## src/verilog/sprite_pkg.sv

```systemverilog
// --------------------------------------------------------------------------
// shared sizes, sprite kind codes and the texel colour rule for sprite drawing
// --------------------------------------------------------------------------
package sprite_pkg;

	localparam int SCREEN_W = 320;
	localparam int SCREEN_H = 240;
	localparam int X_W = 9;
	localparam int Y_W = 8;
	localparam int FB_ADDR_W = 17;
	localparam int SPRITE_SIZE = 16;
	localparam int COLOR_W = 12;
	localparam int FIFO_DEPTH = 8;
	// two pixels in the datapath pipeline plus one
	localparam int FIFO_SLACK = 3;
	localparam logic KIND_GOLD = 1'b0;
	localparam logic KIND_STONE = 1'b1;

	// same 8 bits seen as rom offset or as row/col
	typedef union packed {
		logic [7:0] offset;
		struct packed {
			logic [3:0] row;
			logic [3:0] col;
		} rc;
	} texel_index_u;

	function automatic logic [COLOR_W-1:0] texel_color(input logic kind,
			input logic [3:0] row, input logic [3:0] col);
		if (kind == KIND_GOLD)
			return {4'hf, row, col};
		// stone checkerboard with transparent even squares
		if (row[0] ^ col[0])
			return {4'h8, col, row};
		return '0;
	endfunction

endpackage

```

## src/verilog/sprite_draw_ctrl.sv

```systemverilog
// --------------------------------------------------------------------------
// draw controller: accepts requests, walks 256 texels, counts sprites per kind
// --------------------------------------------------------------------------
module sprite_draw_ctrl import sprite_pkg::*; (
	input  logic       clk,
	input  logic       resetn,
	input  logic       draw_req,
	input  logic       draw_kind,
	input  logic       clear_counts,
	input  logic       almost_full,
	output logic       busy,
	output logic       load_origin,
	output logic       step,
	output logic       last,
	output logic [7:0] gold_count,
	output logic [7:0] stone_count
);

	logic [7:0] step_cnt;
	logic       kind_r;

	// requests while walking are simply dropped
	assign load_origin = draw_req & ~busy;

	// hold off while the queue is nearly full
	assign step = busy & ~almost_full;
	assign last = step & (step_cnt == 8'(SPRITE_SIZE*SPRITE_SIZE - 1));

	// busy doubles as the state bit (low idle, high walk)
	always_ff @(posedge clk) begin
		if (!resetn)
			busy <= 1'b0;
		else if (load_origin)
			busy <= 1'b1;
		else if (last)
			busy <= 1'b0;
	end

	always_ff @(posedge clk) begin
		if (!resetn)
			step_cnt <= '0;
		else if (load_origin)
			step_cnt <= '0;
		else if (step)
			step_cnt <= step_cnt + 8'd1;
	end

	always_ff @(posedge clk) begin
		if (load_origin)
			kind_r <= draw_kind;
	end

	// clear wins over a bump in the same cycle
	always_ff @(posedge clk) begin
		if (!resetn || clear_counts) begin
			gold_count <= '0;
			stone_count <= '0;
		end else if (last) begin
			if (kind_r == KIND_GOLD)
				gold_count <= gold_count + 8'd1;
			else
				stone_count <= stone_count + 8'd1;
		end
	end

endmodule

```

## config.mk

```make
export PLATFORM = sky130hd
export DESIGN_NAME = sprite_draw_ctrl
export DESIGN_NICKNAME = d
export VERILOG_FILES = /design/src/verilog/sprite_pkg.sv /design/src/verilog/sprite_draw_ctrl.sv
export SDC_FILE = /design/constraint.sdc
export NUM_CORES = 1
export LEC_CHECK = 0
export BUFFER_PORTS_ARGS = -buffer_cell sky130_fd_sc_hd__buf_2
export CAP_MARGIN = 20
export CORE_AREA = 2 2 62 64
export CTS_BUF_LIST = sky130_fd_sc_hd__clkbuf_8
export DETAILED_ROUTE_END_ITERATION = 8
export DIE_AREA = 0 0 64 66
export GPL_TIMING_DRIVEN = 0
export RECOVER_POWER = 25
export SLEW_MARGIN = 5
export SYNTH_ARGS = -nofsm -noshare
export SYNTH_HDL_FRONTEND = slang
export SYNTH_SLANG_ARGS = --single-unit
```

## constraint.sdc

```tcl
create_clock -name clk -period 3.87 [get_ports clk]
set_input_delay 0.9675 -clock clk [delete_from_list [all_inputs] [get_ports clk]]
set_output_delay 0.9675 -clock clk [all_outputs]
set_load 0.005 [all_outputs]
```

==> out/qor.csv <==
metric;value;unit
gp_congestion;0.679;
crit_start;almost_full;
syn_nets;142;
syn_area;1190;sq um
path_max_fanout;6;
drtIter0Drc;25;
critPathLaunchType;input pin;
synthArstFlopShare;0;
clock-skew-final;0.00406;ns
status;complete, no violations;
synthTopCellsByArea;dfxtp_1 (42%), xor2_1 (5.1%), nor2_1 (4.7%);
reg2reg_slack;1.96;ns
wl_met1;1.11;mm
num_rows;22;
synth_warnings;0;
hold_violations;0;
antenna_found_initial;0;
synthFlopType;dfxtp_1;
overflow;0;
synth_seq_area_share;0.445;
fillers;372;
yosysMostFrequentCell;dfxtp_1;
grt_setup_unrepaired;no;
worst_slack;1.01;ns
route.met2.wl;1.29;mm
cts_setup_buffers;0;
drv_slew;0;
maxUsedRoutingLayer;met4;
fin_crit;2.86;ns
coreArea;3550;sq um
antenna_cells;0;
met3_length;88;microns
fmax;349;MHz
synth-edff-count;1;
vdd_drop_max;0.108;mV
synth.distinct_cells;31;
clkLatencyLatePin;0.26;ns
endpoint;last;
postLayoutCoreUtil;0.403;
initial_utilization;0.336;
crit_slowest_cell;clkbuf_1;
drc_errors;0;
endpoint_kind;primary output;
path_cells;clkbuf_1 -> and3b_1 -> clkbuf_1 -> nand3_1 -> inv_1 -> buf_2;
min-delay-path-class;register to register;
cts_made_buffers;3;
die-area;4220;sq um
grt_pass1_vias;968;
drive_gt1_frac;0.204;
cts_tree;done;
max_stage_delay;0.25;ns
crit_top_cell;clkbuf_1;
setup_viol;0;
ys_seq_elements;26;
criticalPathCategory;input pin to primary output;
whs;0.498;ns
numPortBuffers;25;
dp_hpwl;1.96;mm
grt_max_degree;15;
r2r-end;stone_count[7];
tns;0;ns
cts_max_level;1;
track_usage;0.127;
p_leak;0.563;nW
postSynthCellCount;133;
root_buffer;clkbuf_8;
clockBufferDepth;2;
crit_required;2.90;ns
rr_worst_depth;5;
ios;26;
die_h;66;microns
max_slew_margin;0.613;
dr.pass1.iters;4;
cts_sinks;26;
synth_top_area_frac;0.420;
dieWidth;64;microns
worstMarginPinSlew;0.575;ns
antenna_left;0;
max_cap_viol_count;0;
min_path_cells;2;
viasPerCell;5.02;
arrival;1.90;ns
finalCritPeriodShare;0.740;
total_power;463;uW
areaGrowthSynthToFinish;20.0;%
cts.clk_slew.worst_paths;0.09;ns
cts_resized;0;
power_density;323;nW/um^2
syn_avg_cell_area;8.97;sq um
vias;1054;
wirelength;2.50;mm
synth.largest_area_cell;dfxtp_1;
synthTopCellsByCount;dfxtp_1 (25), nor2_1 (15), a21oi_1 (9);
wire_per_inst;11.9;microns
r2r_start;step_cnt[0];
final_nets;172;
grt_pass1_wl;4.29;mm
ctsHoldBuffers;0;
post-place-ws;1.00;ns
## layer usage
metal  GRT usage  vias up
li1            -      531
met1       0.150      505
met2       0.233       16
met3      0.0256        2
met4      0.0326        0
met5           0        -
## worst min path at each step
stage | from | to | slack (ns)
finish | stone_count[7] | stone_count[7] | 0.50
global route | gold_count[7] | gold_count[7] | 0.52
CTS | gold_count[7] | gold_count[7] | 0.50
detailed placement | gold_count[7] | gold_count[7] | 0.48
global placement | gold_count[7] | gold_count[7] | 0.47
floorplan | gold_count[7] | gold_count[7] | 0.47
## cell type report
type	instances	area (sq um)	share of cell area
clock buffers	4	55.1	0.0385
well taps	48	60.1	0.0420
plain buffers	6	22.5	0.0157
flip-flops and latches	26	531	0.371
inverters	3	11.3	0.00787
multi-input cells	98	628	0.439
repair buffers	25	124	0.0865
## cell usage in the layout, fill, tap and decap left out, types with 6 or more instances in the layout
cell      netlist  routed
o21ai_0         6       6
buf_2           0      24
a21oi_1         9       9
dfxtp_1        25      25
or3_1           6       6
xor2_1          7       7
nand4_1         7       7
nor2_1         15      15
clkbuf_1        6       7
nand2_1         8       8
## power breakdown
group / internal, mW / leakage [nW] / switching, mW
Combinational: 0.00820 / 0.323 / 0.0108
Sequential: 0.271 / 0.211 / 0.00239
Clock: 0.0907 / 0.0288 / 0.0798
Total: 0.370 / 0.563 / 0.0930
## state kept, by name, summed over array words and instances, names as in the netlist
signal	count
busy	1
kind_r	1
gold_count	8
step_cnt	8
stone_count	8
## logic make-up (layout without fill, tap and decap cells)
family / after synthesis / after routing / synth area share
XOR/XNOR: 12 / 12 / 0.0881
AO/OA/AOI/OAI: 18 / 18 / 0.0829
multiplexers: 3 / 3 / 0.0252
flip-flops: 26 / 26 / 0.445
buffers and inverters: 9 / 38 / 0.0283
adder cells (fa/ha/maj): 3 / 3 / 0.0315
AND/OR/NAND/NOR: 62 / 62 / 0.299
## through the flow
stage / cells / area (sq um)
after floorplan: 133 / 1190
after global placement: 206 / 1380
after detailed placement: 206 / 1380
after CTS: 210 / 1430
after global routing: 210 / 1430
final: 210 / 1430
## critical path: cells and delay by family
kind	cells	cell delay [ns]
buf+inv	4	0.53
simple gates	2	0.39
Note: power is estimated with default switching activity, not from simulation.
