`config.mk`:
```
export PLATFORM = sky130hd
export DESIGN_NAME = pixel_fifo
export DESIGN_NICKNAME = d
export VERILOG_FILES = /design/src/verilog/sprite_pkg.sv /design/src/verilog/pixel_fifo.sv
export SDC_FILE = /design/constraint.sdc
export NUM_CORES = 1
export LEC_CHECK = 0
export ABC_AREA = 1
export BUFFER_PORTS_ARGS = -buffer_cell sky130_fd_sc_hd__buf_4
export CAP_MARGIN = 30
export CORE_MARGIN = 2
export CORE_UTILIZATION = 32
export DETAILED_ROUTE_END_ITERATION = 10
export PLACE_DENSITY_LB_ADDON = 0.3
export SYNTH_ARGS = -nofsm -noshare
export SYNTH_HDL_FRONTEND = slang
export SYNTH_SLANG_ARGS = --single-unit
```
`constraint.sdc`:
```
create_clock -name clk -period 2.35 [get_ports clk]
set_input_delay 0.705 -clock clk [delete_from_list [all_inputs] [get_ports clk]]
set_output_delay 0.705 -clock clk [all_outputs]
set_load 0.02 [all_outputs]
```
`src/verilog/sprite_pkg.sv`:
```
// --------------------------------------------------------------------------
// shared sizes, sprite kind codes and the texel colour rule for sprite drawing
// --------------------------------------------------------------------------
package sprite_pkg;

	localparam int SCREEN_W = 320;
	localparam int SCREEN_H = 240;
	localparam int X_W = 9;
	localparam int Y_W = 8;
	localparam int FB_ADDR_W = 17;
	localparam int SPRITE_SIZE = 16;
	localparam int COLOR_W = 12;
	localparam int FIFO_DEPTH = 8;
	// two pixels in the datapath pipeline plus one
	localparam int FIFO_SLACK = 3;
	localparam logic KIND_GOLD = 1'b0;
	localparam logic KIND_STONE = 1'b1;

	// same 8 bits seen as rom offset or as row/col
	typedef union packed {
		logic [7:0] offset;
		struct packed {
			logic [3:0] row;
			logic [3:0] col;
		} rc;
	} texel_index_u;

	function automatic logic [COLOR_W-1:0] texel_color(input logic kind,
			input logic [3:0] row, input logic [3:0] col);
		if (kind == KIND_GOLD)
			return {4'hf, row, col};
		// stone checkerboard with transparent even squares
		if (row[0] ^ col[0])
			return {4'h8, col, row};
		return '0;
	endfunction

endpackage

```
`src/verilog/pixel_fifo.sv`:
```
// --------------------------------------------------------------------------
// pixel queue, eight entries, first-word fall-through with almost-full level
// --------------------------------------------------------------------------
module pixel_fifo import sprite_pkg::*; (
	input  logic               clk,
	input  logic               resetn,
	input  logic               push,
	input  logic [X_W-1:0]     push_x,
	input  logic [Y_W-1:0]     push_y,
	input  logic [COLOR_W-1:0] push_color,
	input  logic               pop,
	output logic [X_W-1:0]     pop_x,
	output logic [Y_W-1:0]     pop_y,
	output logic [COLOR_W-1:0] pop_color,
	output logic               empty,
	output logic               almost_full
);

	localparam int PTR_W = $clog2(FIFO_DEPTH);
	localparam int WORD_W = X_W + Y_W + COLOR_W;

	logic [WORD_W-1:0] mem [FIFO_DEPTH];
	// one extra bit so full and empty differ
	logic [PTR_W:0]    wr_ptr;
	logic [PTR_W:0]    rd_ptr;
	logic [PTR_W:0]    fill;

	assign fill = wr_ptr - rd_ptr;
	assign empty = (fill == '0);
	assign almost_full = (fill >= (PTR_W+1)'(FIFO_DEPTH - FIFO_SLACK));

	always_ff @(posedge clk) begin
		if (push)
			mem[wr_ptr[PTR_W-1:0]] <= {push_x, push_y, push_color};
	end

	always_ff @(posedge clk) begin
		if (!resetn) begin
			wr_ptr <= '0;
			rd_ptr <= '0;
		end else begin
			if (push)
				wr_ptr <= wr_ptr + 1'b1;
			if (pop && !empty)
				rd_ptr <= rd_ptr + 1'b1;
		end
	end

	assign {pop_x, pop_y, pop_color} = mem[rd_ptr[PTR_W-1:0]];

endmodule

```
==> impl_metrics.yaml <==
outcome:
  status: "complete, but fails checks"
  violations: "negative setup slack"
sta:
  setup_viol: 31
  timing.final.crit_share_pct: 114.6
  max_slew.worst_pin.slew_ns: 0.4469
  post-route-min-period_ns: 2.694
  fin_skew_ns: 0.01031
  setup-tns-final_ns: -9.068
  slew_viol_final: 0
  report.final.hold_viol_count: 0
  fmax_mhz: 371.2
  grt_setup_unrepaired: "true"
  holdWs_ns: 0.4324
  fin_ws_ns: -0.3440
  maxSlewHeadroom_pct: 70.13
synthesis:
  yosysSeqAreaShare_pct: 74.54
  synth_top_area_share_pct: 72.26
  yosysTopAreaCell: "edfxtp_1"
  synth.avg_cell_area_um2: 12.36
  syn-cell-area_um2: 9642
  syn_inst: 780
  synth.area.top_cells: "edfxtp_1 (72%), nor2_1 (6.6%), o21ai_0 (4.8%), nand2_1 (4.2%), dfxtp_1 (2.3%)"
  yosysWarnings: 0
  synth_cell_types: 21
  synthesis.nets: 819
  synth-seq-cells: 243
setup_path:
  crit_type: "flip-flop to output port"
  critPathCaptureType: "output port"
  worstPathRequired_ns: 1.64
  arrival_ns: 1.99
  worstPathMaxFanout: 7
  r2r.worst_path.cells: 11
  startpoint_type: "flip-flop"
finish:
  n_antenna_cell: 0
  nFillCells: 2735
  final_nets: 939
  final_cell_area_um2: 12730
  final_layout_size_suffix_gt1_share_pct: 27.51
  syn2layout_area_growth_pct: 32.07
die:
  fp.dieH_um: 177.6
  die_w_um: 177.6
  dieArea_um2: 31530
  io_pins: 64
  core_um2: 29640
  start_util_pct: 32.53
  row_count: 63
power:
  ir_worst_vdd_v: 0.0005759
  pwr_density_cell_nw_per_um2: 910.6
  p_leak_nw: 4.480
global_routing:
  overflow: 0
  antenna_found_initial: 0
  track_usage_pct: 14.51
  first_global_vias: 6088
  grt_pass1_wl_um: 34930
  grt_max_degree: 39
drt:
  drc_errors: 0
  first_iter_violations: 407
  detail-route-antenna-nets: 0
  wl_per_cell_um: 17.84
  drt_pass1_iterations: 4
  vias_per_cell: 4.766
  via_count: 6225
  drt-total-wl_um: 23310
hold_path:
  whs_path_depth: 1
  worstHoldPathType: "input port to flip-flop"
clocking:
  clock-sinks: 243
  cts_hold_buffers: 0
  clock-root-buffer: "clkbuf_16"
  clock_path_buffers: 3
  cts_buffers: 25
  htree_levels: 1
  clk_pin_slew_ns: 0.06
  clk_latency_ns: 0.51
  cts_tree: "yes"
placement:
  dp_hpwl_um: 12220
  post-place-ws_ns: 0.04501
  place.gp.congestion: 0.7348
  placed_cell_area_um2: 10940
  port_buffers: 63
flow_run:
  cap_violations: 0
[final cells by class]
type / count / area [um^2] / share of cell area (%)
clock buffer: 32 / 651.9 / 5.119
clock inverter: 11 / 153.9 / 1.209
inverter: 18 / 93.84 / 0.7370
multi-input combinational: 476 / 2465 / 19.36
sequential: 243 / 7198 / 56.53
tap: 390 / 488.0 / 3.832
timing repair buffer: 135 / 1672 / 13.13
timing repair inverter: 1 / 11.26 / 0.08843
[repair_timing]
item / CTS / global route
setup buffers: 13 / 8
endpoints found under the setup margin: 31 / 31
gates resized for setup: 70 / 79
cloned: 10 / 6
pin swaps: 23 / 34
[critical path, stage by stage, from the launching register on]
cell and delay, ns:
dfxtp_4 0.43, buf_12 0.16, clkinv_16 0.06, bufbuf_16 0.27, nand2_1 0.05, nand2_1 0.06, a21oi_2 0.18, a31oi_2 0.07
buf_4 0.19
[cells in the final DEF, fill, tap and decap left out, types with 11 or more instances in the layout]
cell type    n
a21oi_1     20
a21oi_2     16
a31oi_1     21
buf_12      22
buf_4       84
buf_6       12
clkbuf_16   30
edfxtp_1   232
inv_1       12
nand2_1    102
nor2_1     145
nor2_2      11
nor2_4      13
o21ai_0     56
o21ai_1     47
o21ai_2     13
[routing by layer]
layer  global-route usage [%]  up-vias  part of all wire, %
met4                    2.801        0                  1.7
met3                    2.185       25                  3.7
met5                        0        -                    0
met1                    19.42     3076                   45
li1                         -     3022                    -
met2                    25.13      102                   50
[where the power goes]
part           total, mW  switching [mW]  internal (mW)
registers           4.91          0.0515           4.86
logic               2.76            1.51           1.25
clock network       3.93            1.54           2.38
total               11.6            3.11           8.49
[cell families (layout without fill, tap and decap cells)]
kind of cell / after synthesis / after routing / share of synthesized area (%)
AND/OR/NAND/NOR: 288 / 288 / 11.41
buffers and inverters: 61 / 197 / 3.374
adder cells (fa/ha/maj): 6 / 6 / 0.8565
flip-flops: 243 / 243 / 74.54
AO/OA/AOI/OAI: 182 / 182 / 9.824
[stage by stage]
step	total power, mW	util [%]	cells
3_3_place_gp	7.033	36.92	1227
5_1_grt	12.09	42.96	1306
6_report	11.60	42.96	1306
4_1_cts	11.41	41.45	1293
3_5_place_dp	7.061	36.92	1227
2_1_floorplan	6.179	-	780
[flip-flops by register name, summed over array words and instances, names as in the netlist, named ones only]
name and count:
mem 232, rd_ptr 4, wr_ptr 4
[synthesized netlist by cell type, drive strengths merged]
master and number:
edfxtp 232, nor2 169, o21ai 117, nand2 108, a21oi 36, a31oi 29
buf 25, clkbuf 18, inv 18, dfxtp 11, nand3 9, ha 5
nor3 2, fa 1
[final timing paths]
check / from / endpoint / slack [ns]
max: flip-flop / pop_x[6] / -0.34
min: push_color[8] / mem[6][8] / 0.43
max reg2reg: wr_ptr[0] / rd_ptr[2] / 0.52
min reg2reg: wr_ptr[3] / wr_ptr[3] / 0.53
(Power assumes the default switching activity.)
